--- src/rtl/snn_defines.svh ---
//--------------------------------------
// SNN core sizing
// Array sizes, field widths and the
// LED heartbeat tap
//--------------------------------------
`ifndef SNN_DEFINES_SVH
`define SNN_DEFINES_SVH

// Array sizes
`define SNN_NUM_NEURONS    16
`define SNN_NUM_AXONS      16

// Field widths
`define SNN_NEURON_ID_W    4
`define SNN_AXON_ID_W      4
`define SNN_WEIGHT_W       8
`define SNN_MEMBRANE_W     16
`define SNN_LEAK_W         8
`define SNN_REFRAC_W       4

// Output queue and status
`define SNN_FIFO_DEPTH     8
`define SNN_HEARTBEAT_BIT  10

`endif

--- src/rtl/snn_pkg.sv ---
//--------------------------------------
// SNN core types
// Vector typedefs shared by the blocks
// and the synapse scanner states
//--------------------------------------
`include "snn_defines.svh"

package snn_pkg;

    // Identifiers
    typedef logic [`SNN_NEURON_ID_W-1:0] neuron_id_t;
    typedef logic [`SNN_AXON_ID_W-1:0]   axon_id_t;

    // Synaptic weight, two's complement
    typedef logic signed [`SNN_WEIGHT_W-1:0] weight_t;

    // Neuron state and parameters
    typedef logic [`SNN_MEMBRANE_W-1:0] membrane_t;
    typedef logic [`SNN_LEAK_W-1:0]     leak_t;
    typedef logic [`SNN_REFRAC_W-1:0]   refrac_t;

    // Emitted spike counter
    typedef logic [31:0] spike_count_t;

    // Synapse row scanner
    typedef enum logic {
        scan_idle,
        scan_run
    } scan_state_t;

endpackage

--- src/rtl/synapse_array.sv ---
//--------------------------------------
// Synapse array
// Writable axon x neuron weight table
// and a scanner that fans one axon spike
// out to its nonzero-weight neurons
//--------------------------------------
`timescale 1ns/1ps
`include "snn_defines.svh"

module synapse_array (
    input  logic                sys_clk,
    input  logic                sys_rst_n,
    input  logic                snn_enable,
    input  logic                snn_soft_reset,
    // Weight write port
    input  logic                weight_we,
    input  snn_pkg::axon_id_t   weight_axon,
    input  snn_pkg::neuron_id_t weight_neuron,
    input  snn_pkg::weight_t    weight_data,
    // Input spike
    input  logic                spike_in_valid,
    input  snn_pkg::axon_id_t   spike_in_axon,
    output logic                spike_in_ready,
    // Weighted events toward the neurons
    output logic                syn_event_valid,
    output snn_pkg::neuron_id_t syn_event_neuron,
    output snn_pkg::weight_t    syn_event_weight,
    input  logic                syn_event_ready,
    output logic                scan_busy
);

    import snn_pkg::*;

    localparam int TABLE_SIZE = `SNN_NUM_AXONS * `SNN_NUM_NEURONS;

    // Row-major table, index is {axon, neuron}
    weight_t     weight_mem [TABLE_SIZE];

    scan_state_t scan_state;
    axon_id_t    scan_axon;
    neuron_id_t  scan_neuron;
    weight_t     cur_weight;
    logic        spike_accept;
    logic        scan_advance;
    logic        scan_last;

    //--------------------------------------
    // Weight table
    //--------------------------------------
    // Soft reset keeps the weights
    always_ff @(posedge sys_clk) begin
        if (!sys_rst_n) begin
            for (int i = 0; i < TABLE_SIZE; i++) begin
                weight_mem[i] <= '0;
            end
        end else if (weight_we) begin
            weight_mem[{weight_axon, weight_neuron}] <= weight_data;
        end
    end

    //--------------------------------------
    // Row scanner
    //--------------------------------------
    assign cur_weight   = weight_mem[{scan_axon, scan_neuron}];
    assign spike_accept = spike_in_valid && spike_in_ready;

    // Zero weights pass straight through, others wait for the neurons
    assign scan_advance = (scan_state == scan_run) &&
                          ((cur_weight == '0) || syn_event_ready);
    assign scan_last    = (scan_neuron == neuron_id_t'(`SNN_NUM_NEURONS - 1));

    always_ff @(posedge sys_clk) begin
        if (!sys_rst_n || snn_soft_reset) begin
            scan_state  <= scan_idle;
            scan_axon   <= '0;
            scan_neuron <= '0;
        end else begin
            case (scan_state)
                scan_idle: begin
                    if (spike_accept) begin
                        scan_axon   <= spike_in_axon;
                        scan_neuron <= '0;
                        scan_state  <= scan_run;
                    end
                end
                scan_run: begin
                    if (scan_advance) begin
                        scan_neuron <= scan_neuron + 1'b1;
                        if (scan_last) begin
                            scan_state <= scan_idle;
                        end
                    end
                end
                default: scan_state <= scan_idle;
            endcase
        end
    end

    assign spike_in_ready   = (scan_state == scan_idle) && snn_enable;
    assign scan_busy        = (scan_state == scan_run);

    assign syn_event_valid  = (scan_state == scan_run) && (cur_weight != '0);
    assign syn_event_neuron = scan_neuron;
    assign syn_event_weight = cur_weight;

endmodule

--- src/rtl/lif_neuron_array.sv ---
//--------------------------------------
// LIF neuron array
// Membrane and refractory state for all
// neurons with integrate, leak and fire
//--------------------------------------
`timescale 1ns/1ps
`include "snn_defines.svh"

module lif_neuron_array (
    input  logic                  sys_clk,
    input  logic                  sys_rst_n,
    input  logic                  snn_enable,
    input  logic                  snn_soft_reset,
    input  logic                  timestep,
    // Global neuron parameters
    input  snn_pkg::membrane_t    threshold,
    input  snn_pkg::leak_t        leak_rate,
    input  snn_pkg::refrac_t      refrac_period,
    // Events from the synapse array
    input  logic                  syn_event_valid,
    input  snn_pkg::neuron_id_t   syn_event_neuron,
    input  snn_pkg::weight_t      syn_event_weight,
    output logic                  syn_event_ready,
    // Fired spikes toward the output queue
    output logic                  fire_valid,
    output snn_pkg::neuron_id_t   fire_neuron,
    input  logic                  fifo_full,
    output snn_pkg::spike_count_t spike_count
);

    import snn_pkg::*;

    localparam int MEM_W = `SNN_MEMBRANE_W;

    membrane_t membrane [`SNN_NUM_NEURONS];
    refrac_t   refrac   [`SNN_NUM_NEURONS];

    logic      leak_step;
    logic      event_accept;
    logic      event_live;
    membrane_t next_mem;

    // Leak owns the cycle, events wait behind it and behind a full queue
    assign leak_step       = timestep && snn_enable;
    assign syn_event_ready = !fifo_full && !leak_step;
    assign event_accept    = syn_event_valid && syn_event_ready;

    // Refractory neurons drop their events
    assign event_live = event_accept && (refrac[syn_event_neuron] == '0);

    //--------------------------------------
    // Integrate with saturation
    //--------------------------------------
    always_comb begin
        logic signed [MEM_W+1:0] sum;

        sum = $signed({2'b00, membrane[syn_event_neuron]}) + syn_event_weight;
        if (sum < 0) begin
            next_mem = '0;
        end else if (sum[MEM_W]) begin
            // Above the largest membrane value
            next_mem = '1;
        end else begin
            next_mem = sum[MEM_W-1:0];
        end
    end

    // Fire in the same edge as the update that crosses threshold
    assign fire_valid  = event_live && (next_mem >= threshold);
    assign fire_neuron = syn_event_neuron;

    //--------------------------------------
    // Neuron state
    //--------------------------------------
    always_ff @(posedge sys_clk) begin
        if (!sys_rst_n || snn_soft_reset) begin
            for (int i = 0; i < `SNN_NUM_NEURONS; i++) begin
                membrane[i] <= '0;
                refrac[i]   <= '0;
            end
        end else if (leak_step) begin
            for (int i = 0; i < `SNN_NUM_NEURONS; i++) begin
                if (membrane[i] > membrane_t'(leak_rate)) begin
                    membrane[i] <= membrane[i] - membrane_t'(leak_rate);
                end else begin
                    membrane[i] <= '0;
                end
                if (refrac[i] != '0) begin
                    refrac[i] <= refrac[i] - 1'b1;
                end
            end
        end else if (fire_valid) begin
            membrane[syn_event_neuron] <= '0;
            refrac[syn_event_neuron]   <= refrac_period;
        end else if (event_live) begin
            membrane[syn_event_neuron] <= next_mem;
        end
    end

    // One count per id written to the queue
    always_ff @(posedge sys_clk) begin
        if (!sys_rst_n || snn_soft_reset) begin
            spike_count <= '0;
        end else if (fire_valid) begin
            spike_count <= spike_count + 1'b1;
        end
    end

endmodule

--- src/rtl/spike_out_fifo.sv ---
//--------------------------------------
// Output spike queue
// Circular buffer of fired neuron ids,
// drained in firing order
//--------------------------------------
`timescale 1ns/1ps
`include "snn_defines.svh"

module spike_out_fifo (
    input  logic                sys_clk,
    input  logic                sys_rst_n,
    input  logic                snn_soft_reset,
    input  logic                fire_valid,
    input  snn_pkg::neuron_id_t fire_neuron,
    output logic                fifo_full,
    output logic                spike_out_valid,
    output snn_pkg::neuron_id_t spike_out_neuron,
    input  logic                spike_out_ready
);

    import snn_pkg::*;

    localparam int DEPTH = `SNN_FIFO_DEPTH;
    localparam int PTR_W = $clog2(DEPTH);

    // Payload storage
    neuron_id_t       id_mem [DEPTH];

    logic [PTR_W-1:0] wr_ptr;
    logic [PTR_W-1:0] rd_ptr;
    logic [PTR_W:0]   fill;
    logic             do_write;
    logic             do_read;

    assign do_write = fire_valid && !fifo_full;
    assign do_read  = spike_out_valid && spike_out_ready;

    always_ff @(posedge sys_clk) begin
        if (do_write) begin
            id_mem[wr_ptr] <= fire_neuron;
        end
    end

    // Pointers wrap naturally, depth is a power of two
    always_ff @(posedge sys_clk) begin
        if (!sys_rst_n || snn_soft_reset) begin
            wr_ptr <= '0;
            rd_ptr <= '0;
            fill   <= '0;
        end else begin
            if (do_write) begin
                wr_ptr <= wr_ptr + 1'b1;
            end
            if (do_read) begin
                rd_ptr <= rd_ptr + 1'b1;
            end
            fill <= fill + (PTR_W+1)'(do_write) - (PTR_W+1)'(do_read);
        end
    end

    assign fifo_full        = (fill == (PTR_W+1)'(DEPTH));
    assign spike_out_valid  = (fill != '0);
    assign spike_out_neuron = id_mem[rd_ptr];

endmodule

--- src/rtl/status_leds.sv ---
//--------------------------------------
// Status LEDs
// Heartbeat, enable, busy and a spike
// activity PWM
//--------------------------------------
`timescale 1ns/1ps
`include "snn_defines.svh"

module status_leds (
    input  logic                  sys_clk,
    input  logic                  sys_rst_n,
    input  logic                  snn_enable,
    input  logic                  busy,
    input  snn_pkg::spike_count_t spike_count,
    output logic [3:0]            led
);

    logic [`SNN_HEARTBEAT_BIT:0] heartbeat_cnt;
    logic [7:0]                  pwm_cnt;

    // Free-running counters
    always_ff @(posedge sys_clk) begin
        if (!sys_rst_n) begin
            heartbeat_cnt <= '0;
            pwm_cnt       <= '0;
        end else begin
            heartbeat_cnt <= heartbeat_cnt + 1'b1;
            pwm_cnt       <= pwm_cnt + 1'b1;
        end
    end

    assign led[0] = heartbeat_cnt[`SNN_HEARTBEAT_BIT];
    assign led[1] = snn_enable;
    assign led[2] = busy;
    // Duty cycle tracks the low byte of the spike count
    assign led[3] = (pwm_cnt < spike_count[7:0]);

endmodule

--- src/rtl/snn_core_top.sv ---
//--------------------------------------
// SNN core top level
// Synapse scanner, LIF neurons, output
// queue and status LEDs
//--------------------------------------
`timescale 1ns/1ps

module snn_core_top (
    input  logic                  sys_clk,
    input  logic                  sys_rst_n,
    // Control levels
    input  logic                  snn_enable,
    input  logic                  snn_soft_reset,
    input  snn_pkg::membrane_t    threshold,
    input  snn_pkg::leak_t        leak_rate,
    input  snn_pkg::refrac_t      refrac_period,
    input  logic                  timestep,
    // Weight write
    input  logic                  weight_we,
    input  snn_pkg::axon_id_t     weight_axon,
    input  snn_pkg::neuron_id_t   weight_neuron,
    input  snn_pkg::weight_t      weight_data,
    // Input spike
    input  logic                  spike_in_valid,
    input  snn_pkg::axon_id_t     spike_in_axon,
    output logic                  spike_in_ready,
    // Output spike
    output logic                  spike_out_valid,
    output snn_pkg::neuron_id_t   spike_out_neuron,
    input  logic                  spike_out_ready,
    // Status
    output snn_pkg::spike_count_t spike_count,
    output logic                  busy,
    output logic [3:0]            led
);

    import snn_pkg::*;

    logic       syn_event_valid;
    neuron_id_t syn_event_neuron;
    weight_t    syn_event_weight;
    logic       syn_event_ready;
    logic       scan_busy;
    logic       fire_valid;
    neuron_id_t fire_neuron;
    logic       fifo_full;

    assign busy = scan_busy | spike_out_valid;

    synapse_array u_synapse_array (
        .sys_clk          (sys_clk),
        .sys_rst_n        (sys_rst_n),
        .snn_enable       (snn_enable),
        .snn_soft_reset   (snn_soft_reset),
        .weight_we        (weight_we),
        .weight_axon      (weight_axon),
        .weight_neuron    (weight_neuron),
        .weight_data      (weight_data),
        .spike_in_valid   (spike_in_valid),
        .spike_in_axon    (spike_in_axon),
        .spike_in_ready   (spike_in_ready),
        .syn_event_valid  (syn_event_valid),
        .syn_event_neuron (syn_event_neuron),
        .syn_event_weight (syn_event_weight),
        .syn_event_ready  (syn_event_ready),
        .scan_busy        (scan_busy)
    );

    lif_neuron_array u_lif_neuron_array (
        .sys_clk          (sys_clk),
        .sys_rst_n        (sys_rst_n),
        .snn_enable       (snn_enable),
        .snn_soft_reset   (snn_soft_reset),
        .timestep         (timestep),
        .threshold        (threshold),
        .leak_rate        (leak_rate),
        .refrac_period    (refrac_period),
        .syn_event_valid  (syn_event_valid),
        .syn_event_neuron (syn_event_neuron),
        .syn_event_weight (syn_event_weight),
        .syn_event_ready  (syn_event_ready),
        .fire_valid       (fire_valid),
        .fire_neuron      (fire_neuron),
        .fifo_full        (fifo_full),
        .spike_count      (spike_count)
    );

    spike_out_fifo u_spike_out_fifo (
        .sys_clk          (sys_clk),
        .sys_rst_n        (sys_rst_n),
        .snn_soft_reset   (snn_soft_reset),
        .fire_valid       (fire_valid),
        .fire_neuron      (fire_neuron),
        .fifo_full        (fifo_full),
        .spike_out_valid  (spike_out_valid),
        .spike_out_neuron (spike_out_neuron),
        .spike_out_ready  (spike_out_ready)
    );

    status_leds u_status_leds (
        .sys_clk     (sys_clk),
        .sys_rst_n   (sys_rst_n),
        .snn_enable  (snn_enable),
        .busy        (busy),
        .spike_count (spike_count),
        .led         (led)
    );

endmodule

--- config.mk ---
export PLATFORM = sky130hd
export DESIGN_NAME = snn_core_top
export DESIGN_NICKNAME = d
export VERILOG_FILES = /design/src/rtl/snn_pkg.sv /design/src/rtl/synapse_array.sv /design/src/rtl/lif_neuron_array.sv /design/src/rtl/spike_out_fifo.sv /design/src/rtl/status_leds.sv /design/src/rtl/snn_core_top.sv
export VERILOG_INCLUDE_DIRS = /design/src /design/src/rtl
export SDC_FILE = /design/constraint.sdc
export NUM_CORES = 2
export LEC_CHECK = 0
export BUFFER_PORTS_ARGS = -buffer_cell sky130_fd_sc_hd__buf_2
export CAP_MARGIN = 30
export CORE_MARGIN = 5
export CORE_UTILIZATION = 39
export CTS_CLUSTER_DIAMETER = 80
export CTS_CLUSTER_SIZE = 40
export DETAILED_ROUTE_END_ITERATION = 16
export PLACE_DENSITY = 0.61
export SLEW_MARGIN = 10
export SYNTH_ARGS = -nofsm -noshare
export SYNTH_HDL_FRONTEND = slang
export SYNTH_HIERARCHICAL = 1
export SYNTH_SLANG_ARGS = --single-unit
--- constraint.sdc ---
create_clock -name sys_clk -period 19.9 [get_ports sys_clk]
set_input_delay 0.995 -clock sys_clk [delete_from_list [all_inputs] [get_ports sys_clk]]
set_output_delay 0.995 -clock sys_clk [all_outputs]
set_load 0.02 [all_outputs]
==> impl_metrics.csv <==
group,metric,value,unit
yosys,synth_area,126000,µm²
setup_path,startpoint,"u_synapse_array/syn_event_neuron[2]$_SDFFE_PP0P_",
setup_path,slowest_delay,0.88,ns
routing,final_antenna_net_count,0,
routing,viasPerCell,6.304,
floorplan,coreArea,321400,µm²
final_layout,fin_cells,13771,
floorplan,initial_utilization,0.3919,
yosys,ys_ff_latch,2473,
setup_path,r2r_cells,36,
clocking,cts.sinks,2473,
clocking,cts_max_level,4,
routing,wl_per_cell,30.16,µm
power,leakagePower,51.00,nW
yosys,synth_area_per_cell,13.05,µm²
setup_path,r2r-end,"u_spike_out_fifo/fill[2]$_SDFF_PP0_",
yosys,synthDistinctLibCells,100,
timing,finalMaxSlewViolations,0,
power,power_density,80.07,nW/µm²
power,pwr-share-clk,0.320,
final_layout,layout.nets,9602,
timing,timing.fmax,0.08222,GHz
clocking,clk_pin_slew,0.12,ns
setup_path,crit_path_end_kind,"flip-flop",
placed_design,dp.cells,13475,
placed_design,io_buffers,98,
timing,worst_pin_slew,1.094,ns
setup_path,worst_ep_required_time,20.62,ns
floorplan,die_h,578.3,µm
setup_path,r2r_start,"u_synapse_array/syn_event_neuron[2]$_SDFFE_PP0P_",
setup_path,endpoint,"u_spike_out_fifo/fill[2]$_SDFF_PP0_",
global_route,grt_max_degree,157,
global_route,grt_pass1_vias,82977,
timing,period_needed,12.16,ns
clocking,root_buffer,"clkbuf_16",
power,p_sw_frac,0.2732,
min_path,hold_class,"primary input to flip-flop",
routing,num_vias,86818,
floorplan,rows,208,
power,p_comb_frac,0.120,
yosys,yosysTopAreaCell,"edfxtp_1",
yosys,ys.flop_type,"edfxtp_1",
timing,finClkSkew,0.08759,ns
yosys,synth_nets,9930,
timing,finalSetupViolCount,0,
power,p_switching,2.984,mW
timing,fin_crit_sh,0.6112,
routing,wl,415300,µm
global_route,use_met2,0.3715,
clocking,holdBufCountCts,0,
clocking,ctsResizeCount,0,
timing,rsz0062_at_grt,"false",
power,peakVddDrop,0.06325,mV
global_route,grt_pass1_wl,595800,µm
setup_path,cp_top_family,"simple AND/OR/NAND/NOR gates",
flow_run,cap_violations,0,
routing,route.detailed.drc,0,
setup_path,cpMostUsedCell,"a21oi_1",
yosys,synth_edf_count,2400,
timing,hold_viol,0,
timing,worst_slew_margin_rel,0.2691,
global_route,grt_use_met3,0.04930,
setup_path,path_buf_inv,8,
clocking,cts_buffer_depth,4,
setup_path,slowest_stage,"and2_2",
setup_path,startpoint_type,"flip-flop",
power,p_seq_frac,0.560,
yosys,ys_seq_area_frac,0.5837,
floorplan,die_width,578.3,µm
global_route,antenna_found_initial,30,
setup_path,critical_path_depth,36,
setup_path,ff2ff_setup_slack,7.74,ns
power,p_int,7.936,mW
routing,drt_iter0_drc,12707,
clocking,post_cts_buffers,0,
global_route,grt.busiest_layer,"met2",
global_route,gr-usage-met1,0.3327,
clocking,cts_made_buffers,134,
setup_path,crit_fanout,99,
final_layout,syn2layout_area_growth,8.263,%
yosys,yosysWarningCount,6,
placed_design,place_congestion,0.9198,
floorplan,dieArea,334500,µm²
global_route,track_usage,0.2395,
clocking,cts_tree,"yes",
timing,fin_setup_tns,0,ns
final_layout,drive_gt1_frac,0.1444,
global_route,grt-ovfl-total,0,
setup_path,cp.arrival,12.88,ns
clocking,worst_skew_pair.late_latency,0.88,ns
setup_path,crit_type,"flip-flop to flip-flop",
yosys,ys_async_sr_fraction,0,
final_layout,postLayoutCoreUtil,0.4243,
yosys,synth_cells,9656,
status,outcome,"finished clean",
placed_design,hpwl,261400,µm
timing,whs,0.4112,ns
yosys,synthTopCellsByArea,"edfxtp_1, mux4_2, and3_1, clkbuf_1, mux2i_1",
floorplan,top_level_ports,99,
yosys,yosys.area.top_type_share,0.5721,
routing,drt_first_pass_iters,8,
layout make-up:
cell class | instances | area, µm²
diodes | 35 | 87.58
inverters | 196 | 738.2
multi-input cells | 6016 | 47680
fillers | 29060 | 185000
clock buffers | 137 | 3428
clock inverters | 102 | 1529
well taps | 4305 | 5386
flip-flops and latches | 2473 | 73550
repair buffers | 507 | 3978
stage by stage:
stage	setup WS (ns)	power [mW]	area, µm²
after floorplan	11.73	6.995	126000
after global placement	8.009	7.459	130800
after detailed placement	7.935	7.503	131000
after CTS	7.864	10.94	135900
after global routing	7.403	11.26	136300
final	7.738	10.92	136400
worst min path at each step:
stage                                                     startpoint                                          to  slack, ns  cells after the start
after floorplan                  u_status_leds/pwm_cnt[0]$_SDFF_PN0_         u_status_leds/pwm_cnt[0]$_SDFF_PN0_       0.45                      1
after global placement     u_status_leds/heartbeat_cnt[0]$_SDFF_PN0_   u_status_leds/heartbeat_cnt[0]$_SDFF_PN0_       0.46                      1
after detailed placement  u_status_leds/heartbeat_cnt[10]$_SDFF_PN0_  u_status_leds/heartbeat_cnt[10]$_SDFF_PN0_       0.47                      2
after CTS                                           spike_in_axon[1]   u_synapse_array/scan_axon[1]$_SDFFE_PP0P_       0.35                      3
after global routing                                spike_in_axon[1]   u_synapse_array/scan_axon[1]$_SDFFE_PP0P_       0.38                      3
final                                               spike_in_axon[2]   u_synapse_array/scan_axon[2]$_SDFFE_PP0P_       0.41                      3
cells by family after synthesis:
logic type,after synthesis,share of synthesized area
AND/OR/NAND/NOR,3416,0.1545
AO/OA/AOI/OAI,1315,0.06652
XOR/XNOR,269,0.01870
buffers and inverters,1167,0.04026
flip-flops,2473,0.5837
multiplexers,798,0.1135
adder cells (fa/ha/maj),218,0.02273
layout by cell type (no fill, tap or decap), types with 24 or more instances in the layout:
cell	synthesis	layout
edfxtp_1	2400	2400
a31oi_1	24	24
buf_4	74	363
xnor2_1	177	176
nand2b_1	60	59
nor4_1	26	24
a21oi_1	175	175
ha_1	200	200
nand2_1	438	438
nor2_1	273	251
nand4_1	57	57
nor2b_1	66	58
or3_1	85	85
nor3_1	119	111
o21ai_1	10	36
o21a_1	31	31
a211oi_1	24	24
a21o_1	44	44
xor2_1	92	91
o211ai_1	28	28
nand3_1	111	109
o21ai_0	363	331
and2_1	433	432
diode_2	0	35
mux4_2	490	490
inv_1	193	192
dfxtp_1	73	67
a22oi_1	129	129
o22ai_1	295	295
mux2i_1	283	283
and3_1	1664	1663
buf_2	73	106
clkbuf_16	0	137
power by group through the flow:
stage | clock network, mW | registers (mW) | logic, mW
5_1_grt | 3.74 | 6.14 | 1.38
2_1_floorplan | 0 | 6.17 | 0.826
3_5_place_dp | 0 | 6.23 | 1.27
4_1_cts | 3.55 | 6.11 | 1.28
6_report | 3.50 | 6.11 | 1.31
3_3_place_gp | 0 | 6.22 | 1.24
routing by layer:
metal | vias to the layer above | share of wire
met1 | 44484 | 0.39
li1 | 36332 | -
met5 | - | 0.00016
met2 | 5182 | 0.46
met4 | 10 | 0.041
met3 | 810 | 0.11
state kept, by name, summed over array words and instances (netlist names), named ones only:
register                          count
u_lif_neuron_array/membrane         256
u_status_leds/pwm_cnt                 8
u_spike_out_fifo/fill                 4
u_status_leds/heartbeat_cnt          11
u_synapse_array/scan_busy             1
u_synapse_array/syn_event_neuron      4
u_synapse_array/scan_axon             4
u_spike_out_fifo/id_mem              32
u_lif_neuron_array/spike_count       32
u_spike_out_fifo/rd_ptr               3
u_spike_out_fifo/wr_ptr               3
u_synapse_array/weight_mem         2048
u_lif_neuron_array/refrac            64
Yosys cell counts (all sizes together), types with 10 or more instances:
| master | n |
|---|---|
| nand4 | 58 |
| o21a | 31 |
| nand3b | 13 |
| nor3b | 14 |
| xor2 | 92 |
| a22o | 20 |
| mux2i | 283 |
| o31ai | 12 |
| xnor2 | 177 |
| nor2b | 66 |
| o211ai | 30 |
| a2111oi | 15 |
| inv | 195 |
| nor4 | 28 |
| o21ai | 384 |
| ha | 200 |
| or2 | 10 |
| a211oi | 24 |
| mux2 | 15 |
| a221oi | 17 |
| nand2 | 438 |
| o22ai | 295 |
| buf | 205 |
| dfxtp | 73 |
| and3 | 1664 |
| a22oi | 129 |
| nor2 | 276 |
| a211o | 14 |
| a21o | 44 |
| mux4 | 500 |
| fa | 18 |
| nor3 | 120 |
| or3 | 87 |
| a21oi | 175 |
| nand2b | 60 |
| and2 | 433 |
| a21boi | 16 |
| clkbuf | 766 |
| or4 | 21 |
| nand3 | 113 |
| a31oi | 24 |
| edfxtp | 2400 |
worst register-to-register path, delay by kind of cell, from the launching register on:
kind	cells	cell delay, ns
AO/OA/AOI/OAI	10	2.88
XOR/XNOR	3	0.62
adder cells (fa/ha/maj)	5	1.62
buffers and inverters	8	3.02
flip-flops	1	0.67
AND/OR/NAND/NOR	10	3.18
No activity file was read; power rests on OpenSTA's default activity.
